`src/commu_cfg_pkg.sv`:
```
// frame path sizing
package commu_cfg_pkg;

	// ------------------------------------------------------------------------
	// storage banks
	// ------------------------------------------------------------------------
	// one frame per bank, rotated on each frame boundary
	localparam int BANK_COUNT  = 4;
	localparam int BANK_SEL_W  = 2;

	// 2048 bytes per bank
	localparam int BANK_ADDR_W = 11;

	// one bit wider than the address so a full bank length fits
	localparam int LEN_W       = 12;

	// ------------------------------------------------------------------------
	// flow control and statistics
	// ------------------------------------------------------------------------
	localparam int CREDIT_W    = 4;
	localparam int CREDIT_MAX  = 8;

	// dropped frame counter, wraps
	localparam int DROP_W      = 8;

endpackage

```
`src/commu_types_pkg.sv`:
```
// frame path link types
package commu_types_pkg;

	import commu_cfg_pkg::*;

	// ------------------------------------------------------------------------
	// packer to bank buffer
	// ------------------------------------------------------------------------
	// first byte of the pair sits in data[15:8]
	typedef struct packed {
		logic        vld;
		logic [15:0] data;
		// word closes the frame
		logic        last;
		// low byte is padding
		logic        odd;
		// word opens a frame
		logic        first;
	} pack_word_t;

	// ------------------------------------------------------------------------
	// bank buffer and reader
	// ------------------------------------------------------------------------
	// status of the bank currently selected for reading
	typedef struct packed {
		logic             full;
		logic [LEN_W-1:0] len;
	} bank_status_t;

	// read strobe and bank release
	typedef struct packed {
		logic rd;
		logic release_bank;
	} rd_req_t;

	// ------------------------------------------------------------------------
	// output stream
	// ------------------------------------------------------------------------
	typedef struct packed {
		logic       vld;
		logic [7:0] data;
		logic       last;
	} out_byte_t;

	// reader FSM
	typedef enum logic [1:0] {
		RD_IDLE    = 2'd0,
		RD_STREAM  = 2'd1,
		RD_RELEASE = 2'd2
	} rd_state_t;

endpackage

```
`src/frame_credit_reader.sv`:
```
// credit based frame reader
module frame_credit_reader
	import commu_cfg_pkg::*;
	import commu_types_pkg::*;
(
	input  logic         clk_sys,
	input  logic         rst_n,
	input  bank_status_t status,
	input  logic [7:0]   q,
	input  logic         out_credit,
	output rd_req_t      req,
	output out_byte_t    out
);

	rd_state_t           state;
	logic [CREDIT_W-1:0] credit_cnt;
	logic [LEN_W-1:0]    remain;
	logic                credit_in;
	logic                rd_go;
	logic                out_vld_q;
	logic                out_last_q;

	// ------------------------------------------------------------------------
	// credit counter
	// ------------------------------------------------------------------------
	// grants beyond the outstanding limit are ignored
	assign credit_in = out_credit && (credit_cnt < CREDIT_W'(CREDIT_MAX));

	always_ff @(posedge clk_sys or negedge rst_n) begin
		if (!rst_n) begin
			credit_cnt <= '0;
		end else begin
			case ({credit_in, rd_go})
				2'b10:   credit_cnt <= credit_cnt + 1'b1;
				2'b01:   credit_cnt <= credit_cnt - 1'b1;
				default: credit_cnt <= credit_cnt;
			endcase
		end
	end

	// ------------------------------------------------------------------------
	// read FSM
	// ------------------------------------------------------------------------
	assign rd_go = (state == RD_STREAM) && (credit_cnt != '0) && (remain != '0);

	assign req = '{rd: rd_go, release_bank: (state == RD_RELEASE)};

	always_ff @(posedge clk_sys or negedge rst_n) begin
		if (!rst_n) begin
			state  <= RD_IDLE;
			remain <= '0;
		end else begin
			case (state)
				RD_IDLE: begin
					if (status.full) begin
						remain <= status.len;
						state  <= RD_STREAM;
					end
				end
				RD_STREAM: begin
					if (rd_go) begin
						remain <= remain - 1'b1;
					end else if (remain == '0) begin
						// final byte is on the output this cycle
						state <= RD_RELEASE;
					end
				end
				RD_RELEASE: begin
					state <= RD_IDLE;
				end
				default: begin
					state <= RD_IDLE;
				end
			endcase
		end
	end

	// ------------------------------------------------------------------------
	// output byte
	// ------------------------------------------------------------------------
	// flags line up with q from the bank, one cycle after rd
	always_ff @(posedge clk_sys or negedge rst_n) begin
		if (!rst_n) begin
			out_vld_q  <= 1'b0;
			out_last_q <= 1'b0;
		end else begin
			out_vld_q  <= rd_go;
			out_last_q <= rd_go && (remain == LEN_W'(1));
		end
	end

	assign out = '{vld: out_vld_q, data: q, last: out_last_q};

endmodule

```
`config.mk`:
```
export PLATFORM = sky130hd
export DESIGN_NAME = frame_credit_reader
export DESIGN_NICKNAME = d
export VERILOG_FILES = /design/src/commu_cfg_pkg.sv /design/src/commu_types_pkg.sv /design/src/frame_credit_reader.sv
export SDC_FILE = /design/constraint.sdc
export NUM_CORES = 1
export LEC_CHECK = 0
export CAP_MARGIN = 20
export CORE_MARGIN = 3
export CORE_UTILIZATION = 55
export CTS_CLUSTER_DIAMETER = 50
export DETAILED_ROUTE_END_ITERATION = 7
export DONT_BUFFER_PORTS = 1
export PLACE_DENSITY = 0.7
export SYNTH_ARGS = -nofsm -noshare
export SYNTH_HDL_FRONTEND = slang
export SYNTH_SLANG_ARGS = --single-unit
```
`constraint.sdc`:
```
create_clock -name clk_sys -period 3.3 [get_ports clk_sys]
set_input_delay 0.825 -clock clk_sys [delete_from_list [all_inputs] [get_ports clk_sys]]
set_output_delay 0.825 -clock clk_sys [all_outputs]
set_load 0.03 [all_outputs]
```
-- Word level (Yosys, flattened, before mapping)
Index checks and enable logic that the tools add are counted.
- memory bits (read-only): 0
- RAM bits: 0
- output and inout port bits: 12
- register bits: 20
- memories kept: 0
- logic and storage cells: 38
- latch bits: 0
- reduce and logical (&&, ||, !) cells: 12
- shifts and indexed selects: 0
- $mul: 0
- divide/modulo/power cells: 0
- magnitude comparators: 1
- multiplexer cells: 8
- eq/ne operators: 9
- bitwise logic cells: 0
- add/subtract/negate cells: 3
- operators by type and width (cell ; number):
    $mux W12 ; 2
    $pmux W12 S2 ; 1
    $eq A12 B1 Y1 const B ; 1
    $logic_not A12 Y1 ; 1
    $reduce_bool A12 Y1 ; 1
    $sub A12 B1 Y12 const B ; 1
    $pmux W4 S2 ; 1
    $mux W2 ; 3
    $ne A2 B2 Y1 const B ; 3
    $reduce_and A3 Y1 ; 2
    $add A4 B1 Y4 const B ; 1
    $eq A2 B1 Y1 const B ; 2
    $eq A2 B2 Y1 const B ; 2
    $logic_and A1 B1 Y1 ; 4
    $lt A4 B4 Y1 const B ; 1
    $pmux W2 S2 ; 1
    $reduce_bool A2 Y1 ; 2
    $reduce_bool A4 Y1 ; 1
    $sub A4 B1 Y4 const B ; 1
    $logic_not A2 Y1 ; 1
    $ne A2 B1 Y1 const B ; 1

-- Longest topological paths before layout
- word-level depth: 5
- gate-level depth with buffers: 13

-- Worst setup path after synthesis
No wires, ideal clock.
- path type: reg2reg
- start point: register remain[0]
- end point: register credit_cnt[2]
- setup time: 125 ps
- cell stages (with the launch flop): 14
- path slack: 546 ps
- data arrival time: 2628 ps
- clock period less this slack: 2754 ps
- data required time: 3175 ps
- path buffers: 1
- cells stage by stage: dfrtp_1 inv_1 ha_1 or3b_2 buf_2 nor3_1 nor2_1 ha_1 xor2_1 ha_1 a21oi_1 xor2_1 nor2_1 xor2_1
- longest elaborated chain between the ends: 4
- RTL lines (what ; RTL line ; RTL):
    from (decl) ; frame_credit_reader.sv:17 ; logic [LEN_W-1:0] remain;
    from (signal assigned) ; frame_credit_reader.sv:56 ; remain <= status.len;
    from (signal assigned) ; frame_credit_reader.sv:62 ; remain <= remain - 1'b1;
    $reduce_bool A12 Y1 (*) ; frame_credit_reader.sv:44 ; assign rd_go = (state == RD_STREAM) && (credit_cnt != '0) && (remain != '0);
    $logic_and A1 B1 Y1 (*) ; frame_credit_reader.sv:44 ;
    net rd_go ; frame_credit_reader.sv:19 ; logic rd_go;
    $eq A2 B1 Y1 or $eq A2 B2 Y1 (tied branches) ; frame_credit_reader.sv:33 ; case ({credit_in, rd_go})
    $pmux W4 S2 or $reduce_bool A2 Y1 (tied branches) ; n/a ;
    to (signal assigned) ; frame_credit_reader.sv:34 ; 2'b10: credit_cnt <= credit_cnt + 1'b1;
    to (signal assigned) ; frame_credit_reader.sv:35 ; 2'b01: credit_cnt <= credit_cnt - 1'b1;
    to (signal assigned) ; frame_credit_reader.sv:36 ; default: credit_cnt <= credit_cnt;
    to (decl) ; frame_credit_reader.sv:16 ; logic [CREDIT_W-1:0] credit_cnt;
The timed path passes the listed nets; every way through them passes the cells marked *.
A chain may end at the register's enable or synchronous reset.

-- Worst setup path in the final report
- start point: register remain[0]
- end point: output req[1] in the netlist's numbering
- longest elaborated chain between the ends: 2
- RTL lines (what ; RTL line ; RTL):
    $reduce_bool A12 Y1 ; frame_credit_reader.sv:44 ;
    $logic_and A1 B1 Y1 ; frame_credit_reader.sv:44 ;
    to (decl) ; frame_credit_reader.sv:11 ; output rd_req_t req,
No other way between the ends.

==> results by stage <==
Logic synthesis:
- The number of nets produced by synthesis is 169.
- The average cell area after synthesis is 9.572 um2.
- The top flip-flop cell by instance count after synthesis is dfrtp_1.
- The number of different library cells used by synthesis comes to 37.
- After synthesis, flip-flops and latches occupy 37.35% of the total area.
- The count of yosys warnings during synthesis is 0.
- The number of enable flip-flop cells after synthesis is 0.
- The number of synthesized register bits is 20.
- The mapped netlist covers 1340 um2.
- Synthesis handed over a netlist of 140 instances.
- The synthesized netlist devotes 4.669% of its cell area to adder and majority cells.
- Of the total synthesized cell area, the portion taken by AND, OR, NAND and NOR gates is 21.94%.
- After synthesis, the largest family of logic cells by area is simple AND/OR/NAND/NOR gates.
- The fraction of the mapped netlist area in compound gates is 20.26%.
- The async set-reset flop share out of synthesis is 100.0%.
- The portion of synthesized area spent on multiplexers is 1.587%.
- Summing the areas of all xor and xnor instances in the mapped netlist gives 3.268% of the synthesized area.

STA:
- In the finished design, the share of the clock period the worst path needs comes to 92.61%.
- The hold violation count in the final report is 0.
- The slew of the pin with the lowest slew margin is 0.8830 ns.
- The number of failing setup endpoints in the final timing report is 0.
- The post-route clock skew is 0.002575 ns.
- The headroom to the max-slew limit is 40.51%.
- Subtracting the final worst setup slack from the clock period gives 3.056 ns.
- The achievable frequency is 327.2 MHz.
- Setup repair after global routing left no endpoint under its margin.
- For the final routed database, the setup TNS stands at 0 ns.
- The final worst slack is 0.2438 ns.
- The total count of max-transition violations in the final report is 0.

Clock network:
- The clock network latency to the later pin of the worst-skew pair is 0.29 ns.
- The clock-pin slew on the worst setup and hold paths is 0.11 ns.
- The tree is rooted in a clkbuf_4.
- Once the clock tree was built, the setup fixing pass inserted 0 buffers.
- The number of buffers inserted by hold repair at cts is 0.
- The longest clock path from root to sink contains 2 buffers.
- The clock buffer count from CTS is 3.
- The TritonCTS clock tree is built.
- The number of levels in the clock H-tree is 1.
- The count of instances resized after the clock tree is built is 0.
- CTS saw 20 sinks.

Min path:
- The worst hold path belongs to the class primary input to asynchronous set/reset pin.

Placement:
- Once detailed placement completed, the half-perimeter wirelength came to 1.951 mm.
- The port buffer count is 0.
- OpenSTA, run right after detailed placement, puts the worst setup slack at 0.3282 ns.
- At the end of routability-driven placement, the weighted congestion stood at 0.8113.

Cells and area:
- For this run, the post-layout net count is 157.
- The total of fill cells in the finished design is 209.
- The area added between synthesis and finish is -2.801%.
- The final antenna diode count is 0.
- The ratio of cells with drive above 1 in the final layout is 14.17%.

Floorplan:
- The row count is 17.
- The die covers 3065 um2.
- The effective utilization at floorplan is 59.43%.
- The count of boundary I/O pins is 36.
- The core outline area is 2255 um2.
- The die span in y is 55.36 um.
- The chip width is 55.36 um.

Worst setup path:
- The worst setup path is of the flop to primary output kind.
- For this run, the slowest stage of the critical path takes 0.59 ns.
- The arrival time of data at the critical path endpoint is 2.23 ns.
- The worst setup path is launched from a flop.
- The data required time at the worst endpoint is 2.47 ns.
- The worst reg-to-reg setup slack is 0.31 ns.
- The biggest fanout along the worst timing path is 10.
- The endpoint type of the worst setup path is a primary output.
- The cell with the largest stage delay on the worst path is or3b_2.
- The signal on the critical path passes through inv_1 -> ha_1 -> or3b_2 -> nor3_1 -> nor2_1 -> buf_4.

Detailed routing:
- The length of the first detailed-routing pass in iterations is 4.
- The via count of the routed design is 1034.
- The number of design rule violations left after detail routing is 0.
- The routed wire length is 2.678 mm.
- The count of nets left with antenna violations once routing finished came out at 0.
- The mean number of vias per cell is 6.671.
- The post-detailed-route wirelength per cell is 17.28 um.
- The starting DRC count in detailed routing is 41.

GRT:
- The number of global-route vias before repair is 944.
- The first global-routing pass estimated 4.547 mm of wire.
- The remaining global-route overflow is 0.
- Global routing used 17.87% of the available tracks.
- The initial antenna violation count came to 0.
- Entering global routing, the biggest net connects 30 pins.

Power:
- Summed over all nets, the switching power comes to 558.0 uW.
- The net switching fraction of the power is 43.10%.
- The total power density per cell area is 993.9 nW/um2.
- Of the total power, the clock network draws 10.8%.
- Of the total power, registers draw 37.1%.
- The logic gate share of total power is 52.1%.
- VDD sags by at most 536.4 uV.
- Summed over all cells, the static leakage comes to 0.0005034 uW.
- The internal portion of total power is 736.5 uW.

Outcome:
- The run finished with clean final reports.

Flow run:
- The number of max-cap violations is 0.
layout by cell type, fill, tap and decap left out, types with 3 or more instances in the layout:
cell       count
nand2b_1       4
or4_1          3
nor4_1         8
xor2_1         4
dfrtp_1       20
nor3_1         5
o2bb2ai_1      9
nor2_1         5
o211ai_2       3
a21oi_1       10
clkbuf_4       3
buf_4          4
nand2_1        4
nand3_1        7
o21ai_0        6
ha_1           5
state kept, by name, summed over array words and instances (netlist names):
signal	flops
out_vld_q	1
remain	12
out_last_q	1
state	2
credit_cnt	4
stage by stage:
stage | cells | utilization (%) | total power (uW) | area [um2] | hold slack [ns]
5_1_grt | 155 | 57.77 | 1406 | 1303 | 0.1916
6_report | 155 | 57.77 | 1295 | 1303 | 0.2109
3_3_place_gp | 151 | 56.16 | 1129 | 1266 | 0.4723
3_5_place_dp | 151 | 56.16 | 1158 | 1266 | 0.4729
2_1_floorplan | 140 | - | 1061 | 1340 | 0.4493
4_1_cts | 155 | 57.77 | 1301 | 1303 | 0.2023
power by group through the flow:
stage               logic [uW]  registers [uW]  clock network [uW]
detailed placement         677             481                   0
global placement           654             476                   0
finish                     675             481                 139
CTS                        680             478                 143
floorplan                  617             444                   0
global route               757             499                 150
layout make-up:
class                   count  area, um2  area share [%]
multi-input cells          97      693.2           53.22
clock buffers               4      36.28           2.786
flip-flops and latches     20      500.5           38.42
well taps                  28      35.03           2.690
inverters                   2      7.507          0.5764
repair buffers              4      30.03           2.305
critical path, delay by kind of cell, from the launching register on:
family	cells	cell delay (ns)
buffers and inverters	2	0.30
adder cells (fa/ha/maj)	1	0.23
flip-flops	1	0.42
AND/OR/NAND/NOR	3	0.99
Yosys cell counts, types with 2 or more instances:
cell       count  share of area, %
a211oi_1       2               1.1
nand3_1        7               2.6
nor2b_1        2              0.93
nor2_1         5               1.4
clkbuf_1       5               1.4
nand2_1        4               1.1
xor2_1         4               2.6
buf_2          3               1.1
a22oi_1        2               1.1
nor3_1         5               1.9
ha_1           5               4.7
o2bb2ai_1      9               5.9
a21oi_1       10               3.7
nor4_1         8               3.7
inv_1          2              0.56
o31ai_1        2               1.1
or3b_2         2               1.3
or4_1          3               1.7
buf_4         11               6.2
o211ai_2       3               2.8
or3_1          2              0.93
o21ai_0        6               2.2
dfrtp_1       20                37
buf_6          2               1.7
nand2b_1       4               1.9
per-layer routing:
layer / up-vias / track usage (%) / wire (um)
met4: 0 / 3.125 / 9
li1: 489 / - / -
met1: 503 / 25.81 / 1221
met2: 38 / 28.21 / 1265
met3: 4 / 3.271 / 181
met5: - / 0 / 0
path summary, 6_finish.rpt:
check                                       start                   endpoint  cells after the start
max in group asynchronous                   rst_n      remain[4]$_DFFE_PN0P_                      0
setup reg to reg            remain[0]$_DFFE_PN0P_  credit_cnt[2]$_DFFE_PN0P_                     12
min in group clk_sys       remain[11]$_DFFE_PN0P_     remain[11]$_DFFE_PN0P_                      1
hold reg to reg            remain[11]$_DFFE_PN0P_     remain[11]$_DFFE_PN0P_                      1
hold / removal                              rst_n      remain[5]$_DFFE_PN0P_                      0
setup / recovery            remain[0]$_DFFE_PN0P_                     req[1]                      6
logic make-up (layout without fill, tap and decap cells):
group,Yosys count,count (layout)
AO/OA/AOI/OAI,37,37
flip-flops,20,20
multiplexers,2,2
XOR/XNOR,5,5
buffers and inverters,23,10
adder cells (fa/ha/maj),5,5
AND/OR/NAND/NOR,48,48
No activity file was read; power rests on OpenSTA's default activity.
