**config.mk**
```make
export PLATFORM = sky130hd
export DESIGN_NAME = frame_byte_packer
export DESIGN_NICKNAME = d
export VERILOG_FILES = /design/src/commu_cfg_pkg.sv /design/src/commu_types_pkg.sv /design/src/frame_byte_packer.sv
export SDC_FILE = /design/constraint.sdc
export NUM_CORES = 1
export LEC_CHECK = 0
export ABC_AREA = 0
export BUFFER_PORTS_ARGS = -buffer_cell sky130_fd_sc_hd__buf_2
export CORE_AREA = 2 2 51 53
export CTS_BUF_LIST = sky130_fd_sc_hd__clkbuf_8
export CTS_CLUSTER_DIAMETER = 200
export DETAILED_ROUTE_END_ITERATION = 16
export DIE_AREA = 0 0 53 55
export HOLD_SLACK_MARGIN = 0.08
export MAX_ROUTING_LAYER = met4
export PLACE_DENSITY = 0.81
export SLEW_MARGIN = 5
export SYNTH_ARGS = -nofsm -noshare
export SYNTH_HDL_FRONTEND = slang
export SYNTH_SLANG_ARGS = --single-unit
```
**constraint.sdc**
```tcl
create_clock -name clk_sys -period 2 [get_ports clk_sys]
set_clock_uncertainty 0.2 [all_clocks]
set_input_delay 0.4 -clock clk_sys [delete_from_list [all_inputs] [get_ports clk_sys]]
set_output_delay 0.4 -clock clk_sys [all_outputs]
set_load 0.05 [all_outputs]
```
**src/commu_cfg_pkg.sv**
```systemverilog
// frame path sizing
package commu_cfg_pkg;

	// ------------------------------------------------------------------------
	// storage banks
	// ------------------------------------------------------------------------
	// one frame per bank, rotated on each frame boundary
	localparam int BANK_COUNT  = 4;
	localparam int BANK_SEL_W  = 2;

	// 2048 bytes per bank
	localparam int BANK_ADDR_W = 11;

	// one bit wider than the address so a full bank length fits
	localparam int LEN_W       = 12;

	// ------------------------------------------------------------------------
	// flow control and statistics
	// ------------------------------------------------------------------------
	localparam int CREDIT_W    = 4;
	localparam int CREDIT_MAX  = 8;

	// dropped frame counter, wraps
	localparam int DROP_W      = 8;

endpackage

```
**src/commu_types_pkg.sv**
```systemverilog
// frame path link types
package commu_types_pkg;

	import commu_cfg_pkg::*;

	// ------------------------------------------------------------------------
	// packer to bank buffer
	// ------------------------------------------------------------------------
	// first byte of the pair sits in data[15:8]
	typedef struct packed {
		logic        vld;
		logic [15:0] data;
		// word closes the frame
		logic        last;
		// low byte is padding
		logic        odd;
		// word opens a frame
		logic        first;
	} pack_word_t;

	// ------------------------------------------------------------------------
	// bank buffer and reader
	// ------------------------------------------------------------------------
	// status of the bank currently selected for reading
	typedef struct packed {
		logic             full;
		logic [LEN_W-1:0] len;
	} bank_status_t;

	// read strobe and bank release
	typedef struct packed {
		logic rd;
		logic release_bank;
	} rd_req_t;

	// ------------------------------------------------------------------------
	// output stream
	// ------------------------------------------------------------------------
	typedef struct packed {
		logic       vld;
		logic [7:0] data;
		logic       last;
	} out_byte_t;

	// reader FSM
	typedef enum logic [1:0] {
		RD_IDLE    = 2'd0,
		RD_STREAM  = 2'd1,
		RD_RELEASE = 2'd2
	} rd_state_t;

endpackage

```
**src/frame_byte_packer.sv**
```systemverilog
// byte to word packer
module frame_byte_packer
	import commu_types_pkg::*;
(
	input  logic       clk_sys,
	input  logic       rst_n,
	input  logic       in_vld,
	input  logic [7:0] in_data,
	input  logic       in_last,
	output pack_word_t word
);

	logic        have_byte;
	logic        next_first;
	logic        pair_first;
	logic [7:0]  hold_byte;
	logic        word_vld;
	logic [15:0] word_data;
	logic        word_last;
	logic        word_odd;
	logic        word_first;

	// ------------------------------------------------------------------------
	// pairing control
	// ------------------------------------------------------------------------
	always_ff @(posedge clk_sys or negedge rst_n) begin
		if (!rst_n) begin
			have_byte  <= 1'b0;
			next_first <= 1'b1;
			word_vld   <= 1'b0;
		end else begin
			word_vld <= 1'b0;
			if (in_vld) begin
				if (have_byte) begin
					have_byte <= 1'b0;
					word_vld  <= 1'b1;
				end else if (in_last) begin
					// unpaired final byte
					word_vld <= 1'b1;
				end else begin
					have_byte <= 1'b1;
				end
				// byte after a last marker opens the next frame
				next_first <= in_last;
			end
		end
	end

	// word payload
	always_ff @(posedge clk_sys) begin
		if (in_vld) begin
			if (have_byte) begin
				word_data  <= {hold_byte, in_data};
				word_last  <= in_last;
				word_odd   <= 1'b0;
				word_first <= pair_first;
			end else if (in_last) begin
				word_data  <= {in_data, 8'h00};
				word_last  <= 1'b1;
				word_odd   <= 1'b1;
				word_first <= next_first;
			end else begin
				hold_byte  <= in_data;
				pair_first <= next_first;
			end
		end
	end

	assign word = '{vld: word_vld, data: word_data, last: word_last,
	                odd: word_odd, first: word_first};

endmodule

```
# [After elaboration in Yosys (flattened, before gate mapping)]
# Index checks and enable logic that the tools add are counted.
# Widths: inputs -> output; s select.
[word_totals] regBits=31 inputBits=12 elab_cells=25 out_inout_bits=20
[classes] mux=11 bitwise_logic=2 reduce_logical=3
[ops] operator="$mux 16" n=2
[ops] operator="$mux 1" n=9
[ops] operator="$reduce_and 3->1" n=1
[ops] operator="$not 1->1" n=2
[ops] operator="$reduce_and 2->1" n=1
[ops] operator="$reduce_bool 2->1" n=1

# [Logic depth before layout (Yosys ltp)]
# Gate-level depths: netlist (run 1).
[depth] word_depth=3 depth_mapped=3 ltp_nobuf=2

# [Least setup slack after synthesis (run 1)]
# No wires, ideal clock.
[synth_timing] path_type="reg2reg" startpoint="register have_byte" endpoint="register word_data[0] (enable)" n_path_buf=1 arrival_ns=1.048 path_stages_with_launch=3 synth_period_minus_slack_ns=1.625 required_ns=1.423 slack_ns=0.375 setup_time_ns=0.377 path_cell_list="dfrtp_1 buf_4 o21a_1"
[synth_via] elab_chain_cells=2
[synth_lines] element="start: declaration" line="frame_byte_packer.sv:13" text="logic have_byte;"
[synth_lines] element="start signal: assignment" line="frame_byte_packer.sv:28" text="have_byte <= 1'b0;"
[synth_lines] element="start signal: assignment" line="frame_byte_packer.sv:35" text="have_byte <= 1'b0;"
[synth_lines] element="start signal: assignment" line="frame_byte_packer.sv:41" text="have_byte <= 1'b1;"
[synth_lines] element="$reduce_bool 2->1 (no source line)"
[synth_lines] element="$reduce_and 2->1 (no source line)"
[synth_lines] element="end signal: assignment" line="frame_byte_packer.sv:53" text="word_data <= {hold_byte, in_data};"
[synth_lines] element="end signal: assignment" line="frame_byte_packer.sv:58" text="word_data <= {in_data, 8'h00};"
[synth_lines] element="end: declaration" line="frame_byte_packer.sv:18" text="logic [15:0] word_data;"
# No other way between the ends.
# A chain may end at the register's enable or synchronous reset.

# [Final worst setup path (run 1)]
[layout_timing] startpoint="register have_byte" endpoint="register word_data[11] (data pin)"
[layout_via] elab_chain_cells=1
[layout_lines] element="$mux 16" line="frame_byte_packer.sv:52" text="if (have_byte) begin"
# No other way between the ends.

==> results of run 1 <==
[metal layers]
| layer | part of all wire (%) | global-route usage, % | vias up |
|---|---|---|---|
| met1 | 38 | 12.9 | 279 |
| met2 | 53 | 24.4 | 25 |
| met5 | 0 | - | - |
| met3 | 7.0 | 5.65 | 2 |
| met4 | 1.4 | 8.97 | 0 |
| li1 | - | - | 288 |
[state kept, by name, indices dropped and copies added (netlist names)]
name	flops
have_byte	1
hold_byte	8
next_first	1
pair_first	1
word_data	16
word_first	1
word_last	1
word_odd	1
word_vld	1
[through the flow]
step | cell area, µm² | cells | hold WS [ps]
6_report | 1490 | 128 | 130
5_1_grt | 1490 | 128 | 122
4_1_cts | 1490 | 128 | 119
3_5_place_dp | 1390 | 119 | 0.226
3_3_place_gp | 1390 | 119 | -2.55
2_1_floorplan | 1200 | 60 | -95.6
[worst min-delay path by stage]
stage                         endpoint  depth (start not counted)
after floorplan              have_byte                          0
after global placement        word_vld                          1
after detailed placement     have_byte                          1
after CTS                 hold_byte[0]                          1
after global routing      hold_byte[7]                          1
final                     hold_byte[1]                          1
[synthesized netlist by cell type]
master / number / share of area, %
mux2_1: 1 / 0.94
buf_6: 1 / 0.94
dfstp_2: 1 / 2.2
inv_2: 1 / 0.31
and2_1: 8 / 4.2
mux2_4: 9 / 11
dfrtp_1: 2 / 4.2
o21bai_1: 1 / 0.63
nand2b_1: 1 / 0.52
o21a_1: 1 / 0.63
edfxtp_1: 28 / 70
buf_4: 5 / 3.1
nor3b_2: 1 / 1.0
[worst reg2reg max path, stage by stage, from the launching register on]
cell     delay [ps]
dfrtp_1         610
buf_12          200
mux2_4          300
[logic make-up (layout without fill, tap and decap cells)]
group | count (synthesis) | count (layout) | share of synthesized area (%)
buf+inv | 7 | 45 | 4.38
simple gates | 10 | 10 | 5.74
compound gates | 2 | 2 | 1.25
flops | 31 | 31 | 76.4
mux | 10 | 10 | 12.2
[layout make-up]
type                            instances  area (µm²)  area share [%]
Tap cell                               30        37.5            2.52
Clock buffer                            6        82.6            5.55
Multi-Input combinational cell         22         230            15.5
Timing Repair Buffer                   36         208            14.0
Inverter                                1        3.75           0.252
Clock inverter                          2        8.76           0.589
Sequential cell                        31         917            61.6
[where the power goes]
group / internal, mW / switching [mW] / leakage [nW]
Sequential: 0.765 / 0.0192 / 0.301
Clock: 0.271 / 0.205 / 0.0524
Combinational: 0.0854 / 0.160 / 0.260
==> impl_metrics.yaml, run 1 <==
grt:
  grt_pass1_wl_mm: 2.56
  antenna_found_initial: 0
  grt_usage_pct: 14.1
  grt_max_degree: 13
  grt_pass1_vias: 602
  grt_overflow: 0
synthesis:
  syn-instance-count: 60
  synth-seq-cells: 31
  syn-cell-area_mm2: 0.00120
  avgSynthCellArea_um2: 20.0
  yosys_warnings: 0
  ys_seq_area_share_pct: 76.4
  syn-num-nets: 72
  synth_cell_types: 13
power:
  ir_drop_mv: 0.694
  leakage_nw: 0.613
  power_density_mw_per_mm2: 1010
  finalPower_mw: 1.51
timing:
  drv_slew: 0
  slew_headroom_pct: 70.4
  setup_viol_count_final: 0
  fin_crit_ps: 1560
  period_share_pct: 77.8
  setup_ws_ps: 444
  timing.final.hold_violations: 0
  fin_tns_setup_ps: 0
  fmax_ghz: 0.643
  worst_pin_slew_ps: 444
  rsz0062_at_grt: "no"
route:
  route.detailed.drc: 0
  drt-pass1-iter-count: 3
  via_per_inst: 4.64
  drt_iter0_drc: 5
  wl_per_cell_um: 13.4
  drt-total-wl_mm: 1.72
  drtAntennaViolNets: 0
  vias: 594
setup_path:
  regToRegSetupSlack_ps: 440
  crit_start: "have_byte"
  crit_type: "reg2reg"
  worstPathCellList: "buf_12, mux2_4"
  worstSetupPathDepth: 2
  r2r_cells: 2
  worstReg2RegStart: "have_byte"
  r2r_end: "word_data[11]"
  arrival_ps: 1380
  critical_path.top_delay_family: "flip-flops"
  end_kind: "flip-flop"
  crit_end: "word_data[11]"
  path_buf_inv: 1
  start_kind: "flip-flop"
  worstPathRequired_ps: 1830
  cp_slowest_cell: "dfrtp_1"
  worst-path-max-fanout: 12
  critical_path.max_stage_delay_ps: 610
floorplanning:
  start_util_pct: 50.7
  dieHeight_um: 55
  core.rowCount: 18
  dieArea_mm2: 0.00292
  die_w_um: 53
  core_area_mm2: 0.00236
  ios: 32
final_layout:
  diodes: 0
  fin_nets: 109
  layout_commonest_cell: "buf_2"
  utilization_pct: 62.9
  most-common-layout-cells: "buf_2, edfxtp_1, mux2_4"
  final_layout_size_suffix_gt1_share_pct: 55.1
  syn2layout_area_growth_pct: 24.0
  n_fill_cell: 188
clocking:
  cts_buffers: 5
  cts_tree: "built"
  clockBufferDepth: 2
  postCtsSetupBuffers: 0
  post_cts_resized: 0
  cts_root_buf: "clkbuf_8"
  hold_buffers: 1
  insertion_delay_ps: 270
  htreeDepth: 2
  cts.reportedPaths.clkPinSlew_ps: 60
  cts.sinks: 31
worst_hold_path:
  hold_start: "in_data[1]"
  hp-class: "in2reg"
run:
  cap_violations: 0
run_status:
  status: "completed"
placed_design:
  gp_congestion: 0.700
  portBuffers: 31
  dp_slack_ps: 440
Power figures use the tool's default switching activity.
==> inputs of run 2 (changes only) <==
Clock period 2 ns to 1.5 ns, I/O delays scaled along.
==> impl_metrics.yaml, run 2 (synthesis results as in run 1) <==
power:
  power_density_mw_per_mm2: 1240
  leakage_nw: 0.653
  ir_drop_mv: 1.15
setup_path:
  start_kind: "flip-flop"
  critical_path.top_delay_family: "flip-flops"
  worst-path-max-fanout: 10
  r2r_cells: 2
  worstPathCellList: "buf_4, mux2_4"
  worstSetupPathDepth: 2
  cp_slowest_cell: "dfrtp_1"
  worstPathRequired_ps: 1320
  path_buf_inv: 1
  critical_path.max_stage_delay_ps: 460
  end_kind: "flip-flop"
  crit_type: "reg2reg"
  arrival_ps: 1270
timing:
  slew_headroom_pct: 83.3
  setup_ws_ps: 51.7
  fmax_ghz: 0.690
  timing.final.hold_violations: 0
  worst_pin_slew_ps: 253
  setup_viol_count_final: 0
  rsz0062_at_grt: "no"
  period_share_pct: 96.6
  drv_slew: 0
  fin_tns_setup_ps: 0
  fin_crit_ps: 1450
grt:
  antenna_found_initial: 0
  grt_overflow: 0
  grt_usage_pct: 15.1
  grt_pass1_wl_mm: 2.82
  grt_pass1_vias: 645
  grt_max_degree: 13
final_layout:
  utilization_pct: 66.9
  top_register: "word_data"
  layout_commonest_cell: "buf_2"
  largest_reg_flops: 16
  fin_area_mm2: 0.00158
  diodes: 0
  fin_cells: 139
  n_fill_cell: 170
  fin_nets: 120
  most-common-layout-cells: "buf_2, edfxtp_1, dlygate4sd3_1"
  syn2layout_area_growth_pct: 31.9
  reg_top3: "word_data (16), hold_byte (8)"
  final_layout_size_suffix_gt1_share_pct: 50.5
floorplanning:
  core_area_mm2: 0.00236
  dieArea_mm2: 0.00292
  ios: 32
  start_util_pct: 50.7
  dieHeight_um: 55
  die_w_um: 53
  core.rowCount: 18
clocking:
  post_cts_resized: 0
  insertion_delay_ps: 270
  cts_tree: "built"
  clockBufferDepth: 2
  postCtsSetupBuffers: 0
  cts_buffers: 5
  cts_root_buf: "clkbuf_8"
  cts.reportedPaths.clkPinSlew_ps: 60
  hold_buffers: 10
  cts.sinks: 31
  htreeDepth: 2
worst_hold_path:
  hp-class: "in2reg"
  whs_path_depth: 2
route:
  wl_per_cell_um: 12.9
  drt_iter0_drc: 6
  vias: 641
  drt-pass1-iter-count: 4
  via_per_inst: 4.61
  drtAntennaViolNets: 0
  drt-total-wl_mm: 1.79
  route.detailed.drc: 0
placed_design:
  post_dp_cell_area_mm2: 0.00140
  dp_slack_ps: 52.7
  portBuffers: 31
  gp_congestion: 0.616
  dp_hpwl_mm: 1.23
  placed_cells: 121
run_status:
  status: "completed"
run:
  cap_violations: 0
[run 2: cell count changes in the layout (fill, tap and decap cells not counted)]
| cell | delta |
|---|---|
| dlygate4sd3_1 | +9 |
| o21a_1 | -1 |
| clkinv_2 | -1 |
| clkbuf_8 | -1 |
| buf_4 | +2 |
| o21a_2 | +1 |
| clkinv_1 | +2 |
[run 2: layout make-up]
cell class / instances / area [µm²] / share of cell area (%)
sequential: 31 / 917 / 57.9
tap: 30 / 37.5 / 2.37
timing repair buffer: 47 / 313 / 19.8
inverter: 1 / 3.75 / 0.237
clock buffer: 5 / 68.8 / 4.35
multi-input combinational: 22 / 231 / 14.6
clock inverter: 3 / 11.3 / 0.711
[run 2: through the flow]
step / hold WS (ps) / power (mW)
finish: 106 / 1.97
global route: 104 / 2.07
CTS: 102 / 1.99
detailed placement: -100 / 1.40
global placement: -104 / 1.39
floorplan: -196 / 1.32
[run 2: path summary, 6_finish.rpt]
kind	startpoint	to	slack [ps]
setup / recovery	have_byte	word_data[11]	50
hold / removal	in_last	next_first	110
setup reg to reg	have_byte	word_data[11]	50
hold reg to reg	next_first	pair_first	340
max in group asynchronous	rst_n	next_first	750
min in group asynchronous	rst_n	word_vld	160
[run 2: worst register-to-register path, cell delays in order (launching register included)]
cell     delay, ps
dfrtp_1        460
buf_4          230
mux2_4         310
[run 2: layer usage]
layer	up-vias	share of wire [%]	GRT usage, %
met1	300	40	16.2
met4	0	0.45	5.13
li1	312	-	-
met2	27	52	25.6
met5	-	0	-
met3	2	7.3	6.45
[run 2: where the power goes]
group / internal (mW) / switching (mW) / leakage (nW)
Combinational: 0.133 / 0.224 / 0.308
Sequential: 1.02 / 0.0195 / 0.301
Clock: 0.308 / 0.265 / 0.0444
==> inputs of run 3 (changes only) <==
Settings changed: CORE_AREA 2 2 51 53 to 2 2 52 54, CTS_BUF_LIST sky130_fd_sc_hd__clkbuf_8 to sky130_fd_sc_hd__clkbuf_16, DIE_AREA 0 0 53 55 to 0 0 54 56, PLACE_DENSITY 0.81 to 0.78, RECOVER_POWER from default to 100.
==> impl_metrics.yaml, run 3 (synthesis results as in run 1) <==
run_status:
  status: "finished with violations"
  failed_checks: "setup timing"
setup_path:
  regToRegSetupSlack_ps: -20
  worstPathRequired_ps: 1320
  critical_path.max_stage_delay_ps: 440
  crit_end: "word_data[11]"
  worst-path-max-fanout: 17
  worstReg2RegStart: "have_byte"
  critical_path.top_delay_family: "flip-flops"
  worstSetupPathDepth: 2
  cp_slowest_cell: "dfrtp_1"
  worstPathCellList: "buf_4, mux2_4"
  r2r_cells: 2
  crit_type: "reg2reg"
  r2r_end: "word_data[11]"
  end_kind: "flip-flop"
  path_buf_inv: 1
  start_kind: "flip-flop"
  arrival_ps: 1340
  crit_start: "have_byte"
worst_hold_path:
  hp-class: "in2reg"
  whs_path_depth: 2
power:
  ir_drop_mv: 1.26
  combPwrFrac_pct: 14.9
  clkPwrFrac_pct: 39.3
  power.share.sequential_pct: 45.8
  switching_share_pct: 24.3
  leakage_nw: 0.641
  power_density_mw_per_mm2: 1440
  p_int_mw: 1.73
  switching_power_uw: 553
run:
  cap_violations: 0
final_layout:
  largest_reg_flops: 16
  diodes: 0
  most-common-layout-cells: "edfxtp_1, clkbuf_2, dlygate4sd3_1, clkbuf_1, mux2_4"
  syn2layout_area_growth_pct: 32.2
  layout_commonest_cell: "edfxtp_1"
  top_register: "word_data"
  fin_nets: 117
  final_layout_size_suffix_gt1_share_pct: 39.6
  reg_top3: "word_data (16), hold_byte (8)"
  fin_area_mm2: 0.00159
placed_design:
  gp_congestion: 0.669
  dp_slack_ps: 10.2
  portBuffers: 31
  dp_hpwl_mm: 1.37
  post_dp_cell_area_mm2: 0.00137
floorplanning:
  dieHeight_um: 56
  core_area_mm2: 0.00243
  ios: 32
  core.rowCount: 18
  dieArea_mm2: 0.00302
  die_w_um: 54
  start_util_pct: 49.3
route:
  vias: 648
  via_per_inst: 4.76
  drt_iter0_drc: 10
  wl_per_cell_um: 15.3
  drt-total-wl_mm: 2.08
  drtAntennaViolNets: 0
  route.detailed.drc: 0
  drt-pass1-iter-count: 4
timing:
  fin_crit_ps: 1520
  period_share_pct: 101
  rsz0062_at_grt: "yes"
  slew_headroom_pct: 68.5
  fmax_ghz: 0.659
  setup_ws_ps: -18.4
  timing.final.hold_violations: 0
  setup_viol_count_final: 9
  drv_slew: 0
  worst_pin_slew_ps: 473
clocking:
  clockBufferDepth: 2
  cts.sinks: 31
  insertion_delay_ps: 270
  cts_tree: "built"
  cts.reportedPaths.clkPinSlew_ps: 50
  cts_buffers: 5
  cts_root_buf: "clkbuf_16"
  htreeDepth: 2
grt:
  grt_pass1_wl_mm: 3.26
  grt_pass1_vias: 674
  antenna_found_initial: 0
  grt_overflow: 0
  grt_usage_pct: 17.1
  grt_max_degree: 21
-- run 3: cell types whose count changed in the layout (fill, tap and decap cells not counted), sizes merged --
cell and delta:
buf -34, clkbuf +31, clkinv -2, inv +2
-- run 3: power groups by stage --
stage               Sequential [mW]  Clock [mW]  Combinational, mW
floorplan                      1.17           0              0.147
global placement               1.05           0              0.317
detailed placement             1.06           0              0.326
CTS                            1.04       0.913              0.348
global route                   1.05       0.968              0.358
finish                         1.05       0.895              0.339
-- run 3: layer usage --
layer / wire length [µm] / vias up / GRT usage, %
li1: - / 307 / -
met1: 821 / 312 / 17.2
met2: 1090 / 27 / 26.3
met3: 142 / 2 / 8.06
met4: 34 / 0 / 9.64
met5: 0 / - / -
-- run 3: cell type report --
class,count,area [µm²]
flip-flops and latches,31,917
clock inverters,3,11.3
fillers,170,846
inverters,1,3.75
multi-input cells,22,231
clock buffers,5,125
repair buffers,44,260
well taps,30,37.5
-- run 3: worst reg2reg max path, cell delays in order, from the launching register on --
cell and delay, ps:
dfrtp_1 440, buf_4 300, mux2_4 340
-- run 3: timing repair --
action | 4_1_cts | 5_1_grt
hold buffers | 10 | 0
endpoints found under the hold margin | 12 | 0
gates resized for setup | 0 | 0
setup endpoints to repair | 0 | 28
setup buffers | 0 | 0
-- run 3: metrics by stage --
step | instances | utilization [%] | total power [mW] | hold WS, ps | setup TNS [ps]
after CTS | 136 | 65.9 | 2.30 | 117 | 0
after detailed placement | 118 | 56.2 | 1.39 | -95.5 | 0
after global placement | 118 | 56.2 | 1.37 | -105 | 0
after global routing | 136 | 65.2 | 2.38 | 124 | -1270
final | 136 | 65.2 | 2.28 | 119 | -119
after floorplan | 60 | - | 1.32 | -196 | 0
-- run 3: how the worst min path moves through the flow --
stage	startpoint	slack (ps)	end
5_1_grt	in_vld	120	next_first
2_1_floorplan	rst_n	-200	have_byte
6_report	in_vld	120	next_first
3_3_place_gp	rst_n	-110	word_vld
3_5_place_dp	rst_n	-100	have_byte
4_1_cts	in_vld	120	next_first
